`config.mk`:
```
export PLATFORM = sky130hd
export DESIGN_NAME = axi_slave_top
export DESIGN_NICKNAME = d
export VERILOG_FILES = /design/src/common/axi_slave_pkg.sv /design/src/hw/axi_addr_gen.sv /design/src/hw/axi_byte_mem.sv /design/src/hw/axi_write_path/axi_write_path.sv /design/src/hw/axi_read_path/axi_read_path.sv /design/src/hw/axi_slave_top.sv
export SDC_FILE = /design/constraint.sdc
export NUM_CORES = 2
export LEC_CHECK = 0
export BUFFER_PORTS_ARGS = -buffer_cell sky130_fd_sc_hd__buf_2
export CORE_ASPECT_RATIO = 1.4
export CORE_UTILIZATION = 57
export CTS_CLUSTER_SIZE = 30
export DETAILED_ROUTE_END_ITERATION = 6
export GPL_ROUTABILITY_DRIVEN = 0
export PLACE_DENSITY = 0.84
export SETUP_SLACK_MARGIN = 0.3
export SYNTH_ARGS = -nofsm -noshare
export SYNTH_HDL_FRONTEND = slang
export SYNTH_SLANG_ARGS = --single-unit
```
`constraint.sdc`:
```
create_clock -name clk -period 4.5 [get_ports clk]
set_input_delay 0.225 -clock clk [delete_from_list [all_inputs] [get_ports clk]]
set_output_delay 0.225 -clock clk [all_outputs]
set_load 0.02 [all_outputs]
```
`src/common/axi_slave_pkg.sv`:
```
// Shared widths, burst and response enums, channel structs and request checking for the AXI slave
package axi_slave_pkg;

  //////////////////// widths
  localparam int ADDR_W    = 32;
  localparam int DATA_W    = 32;
  localparam int STRB_W    = 4;   // byte lanes per beat
  localparam int ID_W      = 4;
  localparam int LEN_W     = 4;   // beats minus one
  localparam int MEM_BYTES = 128; // starts at or above this decode to no slave
  localparam int MEM_WORDS = 32;

  typedef logic [ADDR_W-1:0] addr_t;
  typedef logic [DATA_W-1:0] data_t;
  typedef logic [STRB_W-1:0] strb_t;
  typedef logic [ID_W-1:0]   id_t;
  typedef logic [LEN_W-1:0]  len_t;
  typedef logic [2:0]        size_t;
  typedef logic [4:0]        word_t;

  localparam size_t      MAX_SIZE = 3'd2;  // 4 bytes per beat
  localparam logic [7:0] MEM_INIT = 8'h0C;

  typedef enum logic [1:0] {FIXED = 2'd0, INCR = 2'd1, WRAP = 2'd2} burst_e;
  typedef enum logic [1:0] {OKAY = 2'd0, SLVERR = 2'd2, DECERR = 2'd3} resp_e;

  //////////////////// channel payloads
  typedef struct packed {
    id_t    id;
    addr_t  addr;
    len_t   len;
    size_t  size;
    burst_e burst;
  } ax_req_t;

  typedef struct packed {
    data_t data;
    strb_t strb;
    logic  last;
  } w_beat_t;

  typedef struct packed {
    id_t   id;
    resp_e resp;
  } b_resp_t;

  typedef struct packed {
    id_t   id;
    data_t data;
    resp_e resp;
    logic  last;
  } r_beat_t;

  typedef struct packed {
    word_t word;
    data_t data;
    strb_t strb;
  } mem_wr_t;

  // slave errors take priority over decode errors
  function automatic resp_e check_request(ax_req_t req);
    logic [ADDR_W:0] bytes;
    logic [ADDR_W:0] aligned;
    logic [ADDR_W:0] last_byte;
    logic            wrap_len_ok;
    bytes       = (ADDR_W+1)'(1) << req.size;
    aligned     = {1'b0, req.addr} & ~(bytes - 1'b1);
    last_byte   = aligned + (((ADDR_W+1)'(req.len) + 1'b1) << req.size) - 1'b1;
    wrap_len_ok = req.len inside {4'd1, 4'd3, 4'd7, 4'd15};
    if (req.size > MAX_SIZE) begin
      return SLVERR;
    end else if (req.burst == WRAP && (!wrap_len_ok || {1'b0, req.addr} != aligned)) begin
      return SLVERR;
    end else if (req.addr >= MEM_BYTES) begin
      return DECERR;
    end else if (req.burst == INCR && last_byte >= MEM_BYTES) begin
      return DECERR;
    end
    return OKAY;
  endfunction

endpackage

```
`src/hw/axi_addr_gen.sv`:
```
// Burst address generator; loaded with a request, then stepped once per beat by its path
`timescale 1ns/100ps

module axi_addr_gen (
  input  logic                   clk,
  input  logic                   resetn,
  input  logic                   load,
  input  axi_slave_pkg::ax_req_t req,
  input  logic                   advance,
  output axi_slave_pkg::addr_t   addr
);

  axi_slave_pkg::addr_t  addr_q;
  axi_slave_pkg::size_t  size_q;
  axi_slave_pkg::burst_e burst_q;
  axi_slave_pkg::addr_t  boundary_q;  // total bytes of the burst
  axi_slave_pkg::addr_t  bytes;
  axi_slave_pkg::addr_t  step_addr;
  axi_slave_pkg::addr_t  next_addr;

  //////////////////// next beat address
  always_comb begin
    bytes     = axi_slave_pkg::addr_t'(1) << size_q;
    step_addr = (addr_q & ~(bytes - 1'b1)) + bytes;  // next size-aligned address
    case (burst_q)
      axi_slave_pkg::INCR: next_addr = step_addr;
      axi_slave_pkg::WRAP: begin
        // crossing the boundary folds back to the start of the wrap window
        if ((step_addr & (boundary_q - 1'b1)) == '0) begin
          next_addr = step_addr - boundary_q;
        end else begin
          next_addr = step_addr;
        end
      end
      default: next_addr = addr_q;  // fixed
    endcase
  end

  always_ff @(posedge clk or negedge resetn) begin
    if (!resetn) begin
      addr_q     <= '0;
      size_q     <= '0;
      burst_q    <= axi_slave_pkg::FIXED;
      boundary_q <= '0;
    end else if (load) begin
      addr_q     <= req.addr;
      size_q     <= req.size;
      burst_q    <= req.burst;
      boundary_q <= (axi_slave_pkg::addr_t'(req.len) + 1'b1) << req.size;
    end else if (advance) begin
      addr_q <= next_addr;
    end
  end

  assign addr = addr_q;

  a_load_advance_excl : assert property (@(posedge clk) disable iff (!resetn)
    !(load && advance));

endmodule

```
`src/hw/axi_byte_mem.sv`:
```
// 128-byte slave memory as 32 words of byte lanes; strobed write port, combinational read port
`timescale 1ns/100ps

module axi_byte_mem (
  input  logic                   clk,
  input  logic                   resetn,
  input  logic                   wr_en,
  input  axi_slave_pkg::mem_wr_t wr,
  input  axi_slave_pkg::word_t   rd_word,
  output axi_slave_pkg::data_t   rd_data
);

  // each word is a packed array of byte lanes, lane i is byte i of the word
  logic [axi_slave_pkg::STRB_W-1:0][7:0] mem_q [axi_slave_pkg::MEM_WORDS];

  //////////////////// write port
  always_ff @(posedge clk or negedge resetn) begin
    if (!resetn) begin
      for (int w = 0; w < axi_slave_pkg::MEM_WORDS; w++) begin
        mem_q[w] <= {axi_slave_pkg::STRB_W{axi_slave_pkg::MEM_INIT}};
      end
    end else if (wr_en) begin
      for (int i = 0; i < axi_slave_pkg::STRB_W; i++) begin
        if (wr.strb[i]) begin
          mem_q[wr.word][i] <= wr.data[8*i +: 8];  // only strobed lanes change
        end
      end
    end
  end

  //////////////////// read port
  // old contents are seen when the same word is written in this cycle
  assign rd_data = mem_q[rd_word];

endmodule

```
`src/hw/axi_write_path/axi_write_path.sv`:
```
// Write side of the AXI slave; AW/W/B channel FSM that turns accepted beats into memory writes
`timescale 1ns/100ps

module axi_write_path (
  input  logic                    clk,
  input  logic                    resetn,
  // write address
  input  logic                    aw_valid,
  output logic                    aw_ready,
  input  axi_slave_pkg::ax_req_t  aw,
  // write data
  input  logic                    w_valid,
  output logic                    w_ready,
  input  axi_slave_pkg::w_beat_t  w,
  // write response
  output logic                    b_valid,
  input  logic                    b_ready,
  output axi_slave_pkg::b_resp_t  b,
  // address generator
  output logic                    gen_load,
  output axi_slave_pkg::ax_req_t  gen_req,
  output logic                    gen_advance,
  input  axi_slave_pkg::addr_t    beat_addr,
  // memory
  output logic                    mem_wr_en,
  output axi_slave_pkg::mem_wr_t  mem_wr
);

  typedef enum logic [1:0] {ST_ADDR, ST_DATA, ST_RESP} state_e;

  state_e                 state;
  axi_slave_pkg::ax_req_t req_q;
  axi_slave_pkg::resp_e   resp_q;
  axi_slave_pkg::len_t    beat_cnt;
  logic                   aw_hs;
  logic                   w_hs;

  assign aw_hs = aw_valid && aw_ready;
  assign w_hs  = w_valid && w_ready;

  //////////////////// channel FSM
  always_ff @(posedge clk or negedge resetn) begin
    if (!resetn) begin
      state    <= ST_ADDR;
      aw_ready <= 1'b1;
      w_ready  <= 1'b0;
      b_valid  <= 1'b0;
      beat_cnt <= '0;
    end else begin
      case (state)
        ST_ADDR: begin
          if (!aw_ready) begin
            aw_ready <= 1'b1;  // reopens one cycle after the response
          end else if (aw_valid) begin
            aw_ready <= 1'b0;
            beat_cnt <= '0;
            state    <= ST_DATA;
          end
        end
        ST_DATA: begin
          if (!w_ready) begin
            w_ready <= 1'b1;
          end else if (w_valid) begin
            beat_cnt <= beat_cnt + 1'b1;
            if (w.last) begin
              w_ready <= 1'b0;
              b_valid <= 1'b1;
              state   <= ST_RESP;
            end
          end
        end
        ST_RESP: begin
          if (b_ready) begin  // held until the master takes it
            b_valid <= 1'b0;
            state   <= ST_ADDR;
          end
        end
        default: state <= ST_ADDR;
      endcase
    end
  end

  // request and its verdict, judged once per burst
  always_ff @(posedge clk) begin
    if (aw_hs) begin
      req_q  <= aw;
      resp_q <= axi_slave_pkg::check_request(aw);
    end
  end

  //////////////////// generator and memory
  assign gen_load    = aw_hs;
  assign gen_req     = aw;
  assign gen_advance = w_hs;

  assign mem_wr_en   = w_hs && (resp_q == axi_slave_pkg::OKAY);  // error bursts are drained
  assign mem_wr.word = beat_addr[$clog2(axi_slave_pkg::MEM_BYTES)-1:$clog2(axi_slave_pkg::STRB_W)];
  assign mem_wr.data = w.data;
  assign mem_wr.strb = w.strb;

  assign b.id   = req_q.id;
  assign b.resp = resp_q;

  a_last_on_final_beat : assert property (@(posedge clk) disable iff (!resetn)
    w_hs |-> (w.last == (beat_cnt == req_q.len)));

  a_b_stable : assert property (@(posedge clk) disable iff (!resetn)
    b_valid && !b_ready |=> b_valid && $stable(b));

endmodule

```
`src/hw/axi_read_path/axi_read_path.sv`:
```
// Read side of the AXI slave; AR/R channel FSM with a registered R beat kept one address ahead
`timescale 1ns/100ps

module axi_read_path (
  input  logic                    clk,
  input  logic                    resetn,
  // read address
  input  logic                    ar_valid,
  output logic                    ar_ready,
  input  axi_slave_pkg::ax_req_t  ar,
  // read data
  output logic                    r_valid,
  input  logic                    r_ready,
  output axi_slave_pkg::r_beat_t  r,
  // address generator
  output logic                    gen_load,
  output axi_slave_pkg::ax_req_t  gen_req,
  output logic                    gen_advance,
  input  axi_slave_pkg::addr_t    beat_addr,
  // memory
  output axi_slave_pkg::word_t    mem_rd_word,
  input  axi_slave_pkg::data_t    mem_rd_data
);

  typedef enum logic {ST_ADDR, ST_DATA} state_e;

  state_e                 state;
  axi_slave_pkg::ax_req_t req_q;
  axi_slave_pkg::resp_e   resp_q;
  axi_slave_pkg::len_t    beat_cnt;  // index of the beat held in r_q
  axi_slave_pkg::len_t    next_cnt;
  axi_slave_pkg::r_beat_t r_q;
  logic                   ar_hs;
  logic                   load_beat;

  assign ar_hs = ar_valid && ar_ready;

  // first fill when the register is empty, then one refill per accepted non-last beat
  assign load_beat = (state == ST_DATA) && (!r_valid || (r_ready && !r_q.last));
  assign next_cnt  = r_valid ? beat_cnt + 1'b1 : '0;

  //////////////////// channel FSM
  always_ff @(posedge clk or negedge resetn) begin
    if (!resetn) begin
      state    <= ST_ADDR;
      ar_ready <= 1'b1;
      r_valid  <= 1'b0;
      beat_cnt <= '0;
    end else begin
      case (state)
        ST_ADDR: begin
          if (!ar_ready) begin
            ar_ready <= 1'b1;
          end else if (ar_valid) begin
            ar_ready <= 1'b0;
            state    <= ST_DATA;
          end
        end
        ST_DATA: begin
          if (load_beat) begin
            r_valid  <= 1'b1;
            beat_cnt <= next_cnt;
          end else if (r_ready) begin
            r_valid <= 1'b0;  // last beat accepted
            state   <= ST_ADDR;
          end
        end
        default: state <= ST_ADDR;
      endcase
    end
  end

  always_ff @(posedge clk) begin
    if (ar_hs) begin
      req_q  <= ar;
      resp_q <= axi_slave_pkg::check_request(ar);
    end
  end

  //////////////////// R beat register
  always_ff @(posedge clk) begin
    if (load_beat) begin
      r_q.id   <= req_q.id;
      r_q.data <= (resp_q == axi_slave_pkg::OKAY) ? mem_rd_data : '0;
      r_q.resp <= resp_q;
      r_q.last <= (next_cnt == req_q.len);
    end
  end

  assign r = r_q;

  // generator stays one beat ahead of the register
  assign gen_load    = ar_hs;
  assign gen_req     = ar;
  assign gen_advance = load_beat;
  assign mem_rd_word = beat_addr[$clog2(axi_slave_pkg::MEM_BYTES)-1:$clog2(axi_slave_pkg::STRB_W)];

  a_r_stable : assert property (@(posedge clk) disable iff (!resetn)
    r_valid && !r_ready |=> r_valid && $stable(r));

endmodule

```
`src/hw/axi_slave_top.sv`:
```
// Top of the AXI3 memory slave; connects both channel paths, their address generators and memory
`timescale 1ns/100ps

module axi_slave_top (
  input  logic                    clk,
  input  logic                    resetn,
  input  logic                    aw_valid,
  output logic                    aw_ready,
  input  axi_slave_pkg::ax_req_t  aw,
  input  logic                    w_valid,
  output logic                    w_ready,
  input  axi_slave_pkg::w_beat_t  w,
  output logic                    b_valid,
  input  logic                    b_ready,
  output axi_slave_pkg::b_resp_t  b,
  input  logic                    ar_valid,
  output logic                    ar_ready,
  input  axi_slave_pkg::ax_req_t  ar,
  output logic                    r_valid,
  input  logic                    r_ready,
  output axi_slave_pkg::r_beat_t  r
);

  logic                   wr_gen_load;
  logic                   wr_gen_advance;
  axi_slave_pkg::ax_req_t wr_gen_req;
  axi_slave_pkg::addr_t   wr_beat_addr;
  logic                   rd_gen_load;
  logic                   rd_gen_advance;
  axi_slave_pkg::ax_req_t rd_gen_req;
  axi_slave_pkg::addr_t   rd_beat_addr;
  logic                   mem_wr_en;
  axi_slave_pkg::mem_wr_t mem_wr;
  axi_slave_pkg::word_t   mem_rd_word;
  axi_slave_pkg::data_t   mem_rd_data;

  //////////////////// write side
  axi_write_path u_write_path (
    .clk, .resetn, .aw_valid, .aw_ready, .aw, .w_valid, .w_ready, .w,
    .b_valid, .b_ready, .b,
    .gen_load (wr_gen_load), .gen_req (wr_gen_req), .gen_advance (wr_gen_advance),
    .beat_addr (wr_beat_addr), .mem_wr_en, .mem_wr
  );

  axi_addr_gen u_wr_gen (
    .clk, .resetn, .load (wr_gen_load), .req (wr_gen_req), .advance (wr_gen_advance),
    .addr (wr_beat_addr)
  );

  //////////////////// read side
  axi_read_path u_read_path (
    .clk, .resetn, .ar_valid, .ar_ready, .ar, .r_valid, .r_ready, .r,
    .gen_load (rd_gen_load), .gen_req (rd_gen_req), .gen_advance (rd_gen_advance),
    .beat_addr (rd_beat_addr), .mem_rd_word, .mem_rd_data
  );

  axi_addr_gen u_rd_gen (
    .clk, .resetn, .load (rd_gen_load), .req (rd_gen_req), .advance (rd_gen_advance),
    .addr (rd_beat_addr)
  );

  axi_byte_mem u_mem (
    .clk, .resetn, .wr_en (mem_wr_en), .wr (mem_wr), .rd_word (mem_rd_word),
    .rd_data (mem_rd_data)
  );

endmodule

```
* Word-level counts from Yosys, hierarchy flattened
Cells that the tools add are included.
** Storage, ports and cells
- Register bits after elaboration :: 1229
- Latch bits :: 0
- Memory bits (writable) :: 0
- ROM bits :: 0
- Bits of input ports :: 134
- Output and inout port bits :: 50
- Word-level logic and storage cells :: 347
- Memories kept :: 0
** Operators by class
- $add $sub $neg :: 19
- $mul :: 0
- Divide/modulo/power cells :: 0
- Magnitude comparators :: 9
- Equality and inequality tests :: 27
- Shift-type cells :: 8
- Mux-type cells :: 75
- Bitwise operators :: 15
- Reductions and logical operators :: 39
** Operators by type and width (count)
- two-way mux 1024 bit :: 7
- bitwise mux 1024 bit :: 4
- demux 32 bit (select 5 bit) :: 4
- two-way mux 32 bit :: 9
- binary-select mux 32 bit (select 5 bit) :: 1
- subtractor 33 x 1 -> 33 bit (second input constant) :: 4
- bitwise AND 32 bit :: 4
- one-hot mux 32 bit (2 select lines) :: 2
- subtractor 32 x 1 -> 32 bit (second input constant) :: 4
- adder 33 bit :: 2
- bitwise AND 32 x 33 -> 33 bit :: 2
- greater-or-equal comparator 33 x 8 -> 1 bit (second input constant) :: 2
- != test 32 x 33 -> 1 bit :: 2
- inverter 33 bit :: 2
- << shifter 1 x 3 -> 33 bit (first input constant) :: 2
- << shifter 33 x 3 -> 33 bit :: 2
- adder 32 bit :: 2
- greater-or-equal comparator 32 x 8 -> 1 bit (second input constant) :: 2
- zero test 32 bit :: 2
- inverter 32 bit :: 2
- << shifter 1 x 3 -> 32 bit (first input constant) :: 2
- << shifter 32 x 3 -> 32 bit :: 2
- subtractor 32 bit :: 2
- two-way mux 2 bit :: 14
- other kinds (34) :: 111

* Longest topological paths before layout
- Depth in word-level cells :: 16
- Mapped depth :: 25
- Gate-level depth less buffers :: 23

* Hierarchy
From an unflattened synthesis, not the netlist that was laid out.
** Second synthesis, totals
- Cell total of the unflattened synthesis :: 6203
- Area total of the unflattened synthesis :: 68888.6 um2
** By module, submodules not included
- axi_byte_mem :: instances 1, cells an instance 3508, area an instance 47869.7 um2, seq. area each 25944.9 um2
- axi_read_path :: instances 1, cells an instance 682, area an instance 5826.8 um2, seq. area each 1647.8 um2
- axi_addr_gen (u_wr_gen) :: instances 1, cells an instance 700, area an instance 5395.2 um2, seq. area each 1226.2 um2
- axi_addr_gen (u_rd_gen) :: instances 1, cells an instance 690, area an instance 5276.3 um2, seq. area each 1226.2 um2
- axi_write_path :: instances 1, cells an instance 623, area an instance 4520.6 um2, seq. area each 306.5 um2

* Worst setup path before layout
OpenSTA, ideal clock, no wires.
- Kind :: register to register
- Start :: register u_wr_gen.size_q[2]
- End :: register u_wr_gen.addr_q[20] (netlist: u_wr_gen.addr[20])
- Library setup time :: 0.134 ns
- Arrival time :: 4.699 ns
- Data required time :: 4.366 ns
- Path slack :: -0.333 ns
- Stages on the path, launching flop included :: 21
- Clock period less this slack :: 4.833 ns
- Cell sequence :: dfrtp_1 buf_6 clkbuf_1 nor4b_1 ha_1 o21ai_0 a211oi_1 and4_1 clkbuf_1 o21ai_1 xor2_1 inv_1 ha_1 a21o_1 a31o_2 a221o_1 nor3b_1 and2_1 a31oi_1 a311oi_1 o22ai_1
** On the way
- Longest elaborated chain between the ends :: 11
- Elaborated cells on any way between the ends :: 12
- Classes of those cells :: add/sub: 3; shift: 1; mux: 4; bitwise: 3; reduce/logical: 1
** RTL lines
- start, declared :: RTL line axi_addr_gen.sv:14 : axi_slave_pkg::size_t size_q;
- start signal, assigned :: RTL line axi_addr_gen.sv:47 : size_q <= req.size;
- << shifter 1 x 3 -> 32 bit * :: RTL line axi_addr_gen.sv:23 : bytes = axi_slave_pkg::addr_t'(1) << size_q;
- subtractor 32 x 1 -> 32 bit :: RTL line axi_addr_gen.sv:24 : step_addr = (addr_q & ~(bytes - 1'b1)) + bytes;
- inverter 32 bit :: RTL line axi_addr_gen.sv:24
- bitwise AND 32 bit :: RTL line axi_addr_gen.sv:24
- adder 32 bit * :: RTL line axi_addr_gen.sv:24
- parallel branches: the longest is 3 deep, another holds subtractor 32 bit
- one-hot mux 32 bit (2 select lines) * :: RTL line axi_addr_gen.sv:25 : case (burst_q)
- two-way mux 32 bit * :: RTL line axi_addr_gen.sv:50 : end else if (advance) begin
- two-way mux 32 bit * :: RTL line axi_addr_gen.sv:45 : end else if (load) begin
- end signal, assigned :: RTL line axi_addr_gen.sv:46 : addr_q <= req.addr;
- end signal, assigned :: RTL line axi_addr_gen.sv:51 : addr_q <= next_addr;
- end, declared :: RTL line axi_addr_gen.sv:13 : axi_slave_pkg::addr_t addr_q;
Every way passes the cells marked *. The select of a mux whose other input is x is not followed.
A chain may end at the register's enable or synchronous reset.

* Final worst setup path
- Start :: register u_wr_gen.size_q[2]
- End :: register u_wr_gen.addr_q[8] (netlist: u_wr_gen.addr[8])
The elaborated chain is that of the path after synthesis.

==> flow_summary_export.csv <==
group,metric,value,unit
global_route,grt_max_degree,132,
clock_tree,root_buffer,"clkbuf_16",
worst_setup_path,crit_path_max_incr_delay,480,ps
place,hpwlAfterDp,117000,um
detailed_routing,dr_total_vias,46900,
clock_tree,cts_tree,"yes",
logic_synthesis,synthArstFlopShare,95.4,%
floorplanning,num_rows,145,
floorplanning,fp.dieH,399,um
logic_synthesis,yosysTopAreaCellShare,34.1,%
floorplanning,ios,184,
timing,drv_slew,0,
logic_synthesis,synth_area,0.0642,mm^2
global_route,overflow,0,
global_route,antenna_found_initial,13,
detailed_routing,routed_wl,186000,um
logic_synthesis,synthCells,5134,
layout,drive_above_1_share,45.8,%
worst_setup_path,crit_type,"reg2reg",
run_status,outcome,"complete, but fails checks",
logic_synthesis,syn_nets,5405,
timing,worst_pin_slew,1270,ps
clock_tree,cts_made_buffers,110,
detailed_routing,via_per_inst,6.65,
timing,tns,0,ps
logic_synthesis,synth-seq-cells,1189,
timing,skew,37.6,ps
job,max_cap_violations,0,
layout,fin_nets,5754,
timing,fin_crit_sh,99.8,%
logic_synthesis,ys_types,106,
hold_path,hp-class,"in2reg",
detailed_routing,postRouteAntennaNets,0,
timing,maxSlewHeadroom,15.0,%
timing,rsz0062_at_grt,"yes",
detailed_routing,wl_per_cell,26.4,um
logic_synthesis,synth_edf_count,55,
worst_setup_path,cp_slowest_cell,"dfrtp_2",
worst_setup_path,endpoint_kind,"flop",
logic_synthesis,syn_avg_cell_area,12.5,um^2
worst_setup_path,cp_num_buf_inv,10,
worst_setup_path,required,5090,ps
worst_setup_path,cp-start-kind,"flop",
global_route,grt_usage,32.3,%
worst_setup_path,critPathTopFamily,"buffers and inverters",
floorplanning,fp.dieArea,0.114,mm^2
power,p_per_area,479,mW/mm^2
worst_setup_path,cpMostUsedCell,"buf_4",
timing,setup_viol,0,
place,numPortBuffers,183,
power,ir_drop,456,uV
timing,hold_viol,0,
logic_synthesis,synth.area.top_cells,"dfrtp_1 (34%), mux2_2 (18%), mux4_2 (11%)",
logic_synthesis,synth_warnings,0,
worst_setup_path,arrival,5080,ps
timing,min_period,4490,ps
floorplanning,fp.coreArea,0.112,mm^2
layout,syn_to_final_growth,16.1,%
floorplanning,initial_core_util,57.5,%
detailed_routing,drc,11,
detailed_routing,drt_pass1_iterations,7,
logic_synthesis,synthFlopType,"dfrtp_1",
detailed_routing,drt_iter0_drc,4786,
clock_tree,path_clk_slew,70,ps
layout,final_cell_area,0.0745,mm^2
worst_setup_path,critical_path.max_fanout,6,
logic_synthesis,yosysSeqAreaShare,47.3,%
clock_tree,clk_latency,730,ps
clock_tree,clockBufferDepth,3,
timing,fmax,0.223,GHz
logic_synthesis,yosysTopAreaCell,"dfrtp_1",
layout,nFillCells,7134,
run_status,violations,"design-rule violations",
clock_tree,htreeDepth,3,
place,dpl_cell_area,0.0677,mm^2
global_route,grt_pass1_wl,283000,um
worst_setup_path,cp_cell_sequence,"buf_4 -> nor3_4 -> ha_4 -> o21ai_2 -> a211oi_2 -> buf_4 -> and4_4 -> o21ai_4 -> xor2_2 -> buf_4 -> buf_4 -> buf_4 -> buf_4 -> o2111ai_4 -> nor4_2 -> buf_4 -> nor3b_4 -> buf_12 -> buf_12 -> clkbuf_16 -> nand3_2 -> o41ai_1 -> a2111oi_1 -> a21oi_1",
clock_tree,clock_sink_count,1189,
timing,hold_slack,14.4,ps
power,leakagePower,34.0,nW
global_route,grt_pass1_vias,48900,
floorplanning,die_w,286,um
==> layer usage <==
layer / share of wire, % / vias up / track usage, %
met3: 7.7 / 907 / 6.88
met1: 34 / 23800 / 36.0
li1: - / 19600 / -
met5: 0.080 / - / 0
met4: 7.9 / 12 / 21.6
met2: 50 / 2617 / 55.6
==> flip-flops by register name, summed over array words and instances (netlist names), 2 cells and up <==
| register | flops |
|---|---|
| u_mem.mem_q | 1024 |
| u_rd_gen.addr | 32 |
| u_rd_gen.boundary_q | 12 |
| u_rd_gen.burst_q | 2 |
| u_rd_gen.size_q | 3 |
| u_read_path.beat_cnt | 4 |
| u_read_path.r | 39 |
| u_read_path.req_q | 8 |
| u_read_path.resp_q | 2 |
| u_wr_gen.addr | 32 |
| u_wr_gen.boundary_q | 12 |
| u_wr_gen.burst_q | 2 |
| u_wr_gen.size_q | 3 |
| u_write_path.b | 4 |
| u_write_path.resp_q | 2 |
| u_write_path.state | 2 |
==> where the power goes <==
part | switching [mW] | internal (mW)
Combinational | 7.59 | 5.41
Sequential | 0.915 | 11.5
Clock | 4.37 | 5.92
Total | 12.9 | 22.8
==> what timing repair did <==
action	CTS	global route
endpoints found under the hold margin	167	0
hold buffers	89	0
cloned	0	2
buffers inserted	37	47
gates resized for setup	78	221
endpoints found under the setup margin	58	68
pin swaps	55	136
==> synthesized netlist by cell type, types with 8 or more instances <==
cell type	n
edfxtp_1	55
and2_1	21
nor4_1	33
o21ai_1	18
nor2b_1	31
o211ai_1	19
nor2_1	187
nand4_1	48
a311oi_1	8
xor2_1	53
a22oi_1	9
xnor2_1	85
a2111oi_0	11
dfrtp_1	876
mux2i_1	32
and3_1	45
o2111ai_1	17
or2_2	14
nand2_1	413
a21oi_1	170
mux4_2	320
buf_1	23
nor3_1	53
ha_1	133
buf_2	19
inv_1	201
o21a_1	20
nand3_1	85
nor3b_1	11
and4_1	10
nand3b_1	9
a21o_1	53
a211oi_1	21
a31oi_1	26
o22ai_1	14
o21bai_1	20
dfstp_2	258
or3_1	24
mux2_2	1037
nand2b_1	31
o21ai_0	171
clkbuf_1	299
==> tightest hold or removal path: stages <==
cell and delay (ps):
buf_2 120, nand4_1 130, o21ai_2 60, nand2_1 90, o21ai_0 70
==> path summary, 6_finish.rpt <==
kind / slack, ps / depth (start not counted) / end / start
setup / recovery: 9 / 24 / u_wr_gen.addr[8] / u_wr_gen.size_q[2]
hold / removal: 10 / 5 / u_wr_gen.boundary_q[9] / aw[8]
setup reg to reg: 9 / 24 / u_wr_gen.addr[8] / u_wr_gen.size_q[2]
hold reg to reg: 430 / 0 / u_read_path.r[35] / u_read_path.req_q[41]
max in group asynchronous: 2880 / 3 / u_mem.mem_q[494] / resetn
min in group asynchronous: 230 / 2 / u_mem.mem_q[1020] / resetn
==> area by class of cell <==
cell class                 instances  area, um^2  share of cell area, %
tap                             1470        1840                   2.47
clock inverter                    63         867                   1.16
clock buffer                     146        3090                   4.15
antenna                            8        20.0                 0.0269
timing repair buffer             586        4520                   6.07
multi-input combinational       3393       33000                   44.3
inverter                         203         764                   1.03
sequential                      1189       30400                   40.8
==> placed cells by master (no fill, tap or decap), types with 17 or more instances in the layout <==
cell type / instances
nand2b_1: 29
nor3_1: 45
or3_1: 23
clkbuf_1: 21
xor2_1: 49
o21ai_0: 132
mux4_2: 320
a31oi_1: 20
o21ai_1: 42
nand2_1: 400
ha_1: 117
and3_1: 41
clkinv_2: 17
edfxtp_1: 55
inv_1: 195
a21oi_2: 25
o21bai_1: 19
a21oi_1: 143
o21a_1: 20
nand3_1: 79
dfrtp_1: 865
buf_2: 184
xnor2_1: 71
nand4_1: 48
o211ai_1: 19
nor2_1: 179
mux2_2: 1036
mux2i_1: 30
dfstp_2: 258
a21o_1: 53
nor4_1: 23
buf_6: 24
bufinv_16: 18
clkbuf_16: 116
and2_1: 20
dlygate4sd3_1: 86
nor2b_1: 30
buf_4: 266
==> stage by stage <==
step / power [mW] / utilization [%] / cells / setup slack, ps
CTS: 34.4 / 65.6 / 7001 / 249
detailed placement: 23.5 / 60.6 / 6666 / -341
global placement: 23.3 / 60.6 / 6666 / -230
floorplan: 20.0 / - / 5134 / 261
global route: 37.0 / 66.8 / 7055 / -160
finish: 35.7 / 66.8 / 7058 / 8.99
==> kinds of logic (layout without fill, tap and decap cells) <==
group                      after synthesis  in the layout  share of synthesized area (%)
DFF                                   1189           1189                           47.3
adders and majority gates              137            137                           2.72
other                                    0              8                              0
muxes                                 1391           1391                           30.0
and+or+nand+nor                       1058           1058                           8.05
buffers and inverters                  552            998                           3.34
xor gates and xnor gates               138            138                           1.88
AOI/OAI and AO/OA                      669            669                           6.77
(Power assumes the default switching activity.)
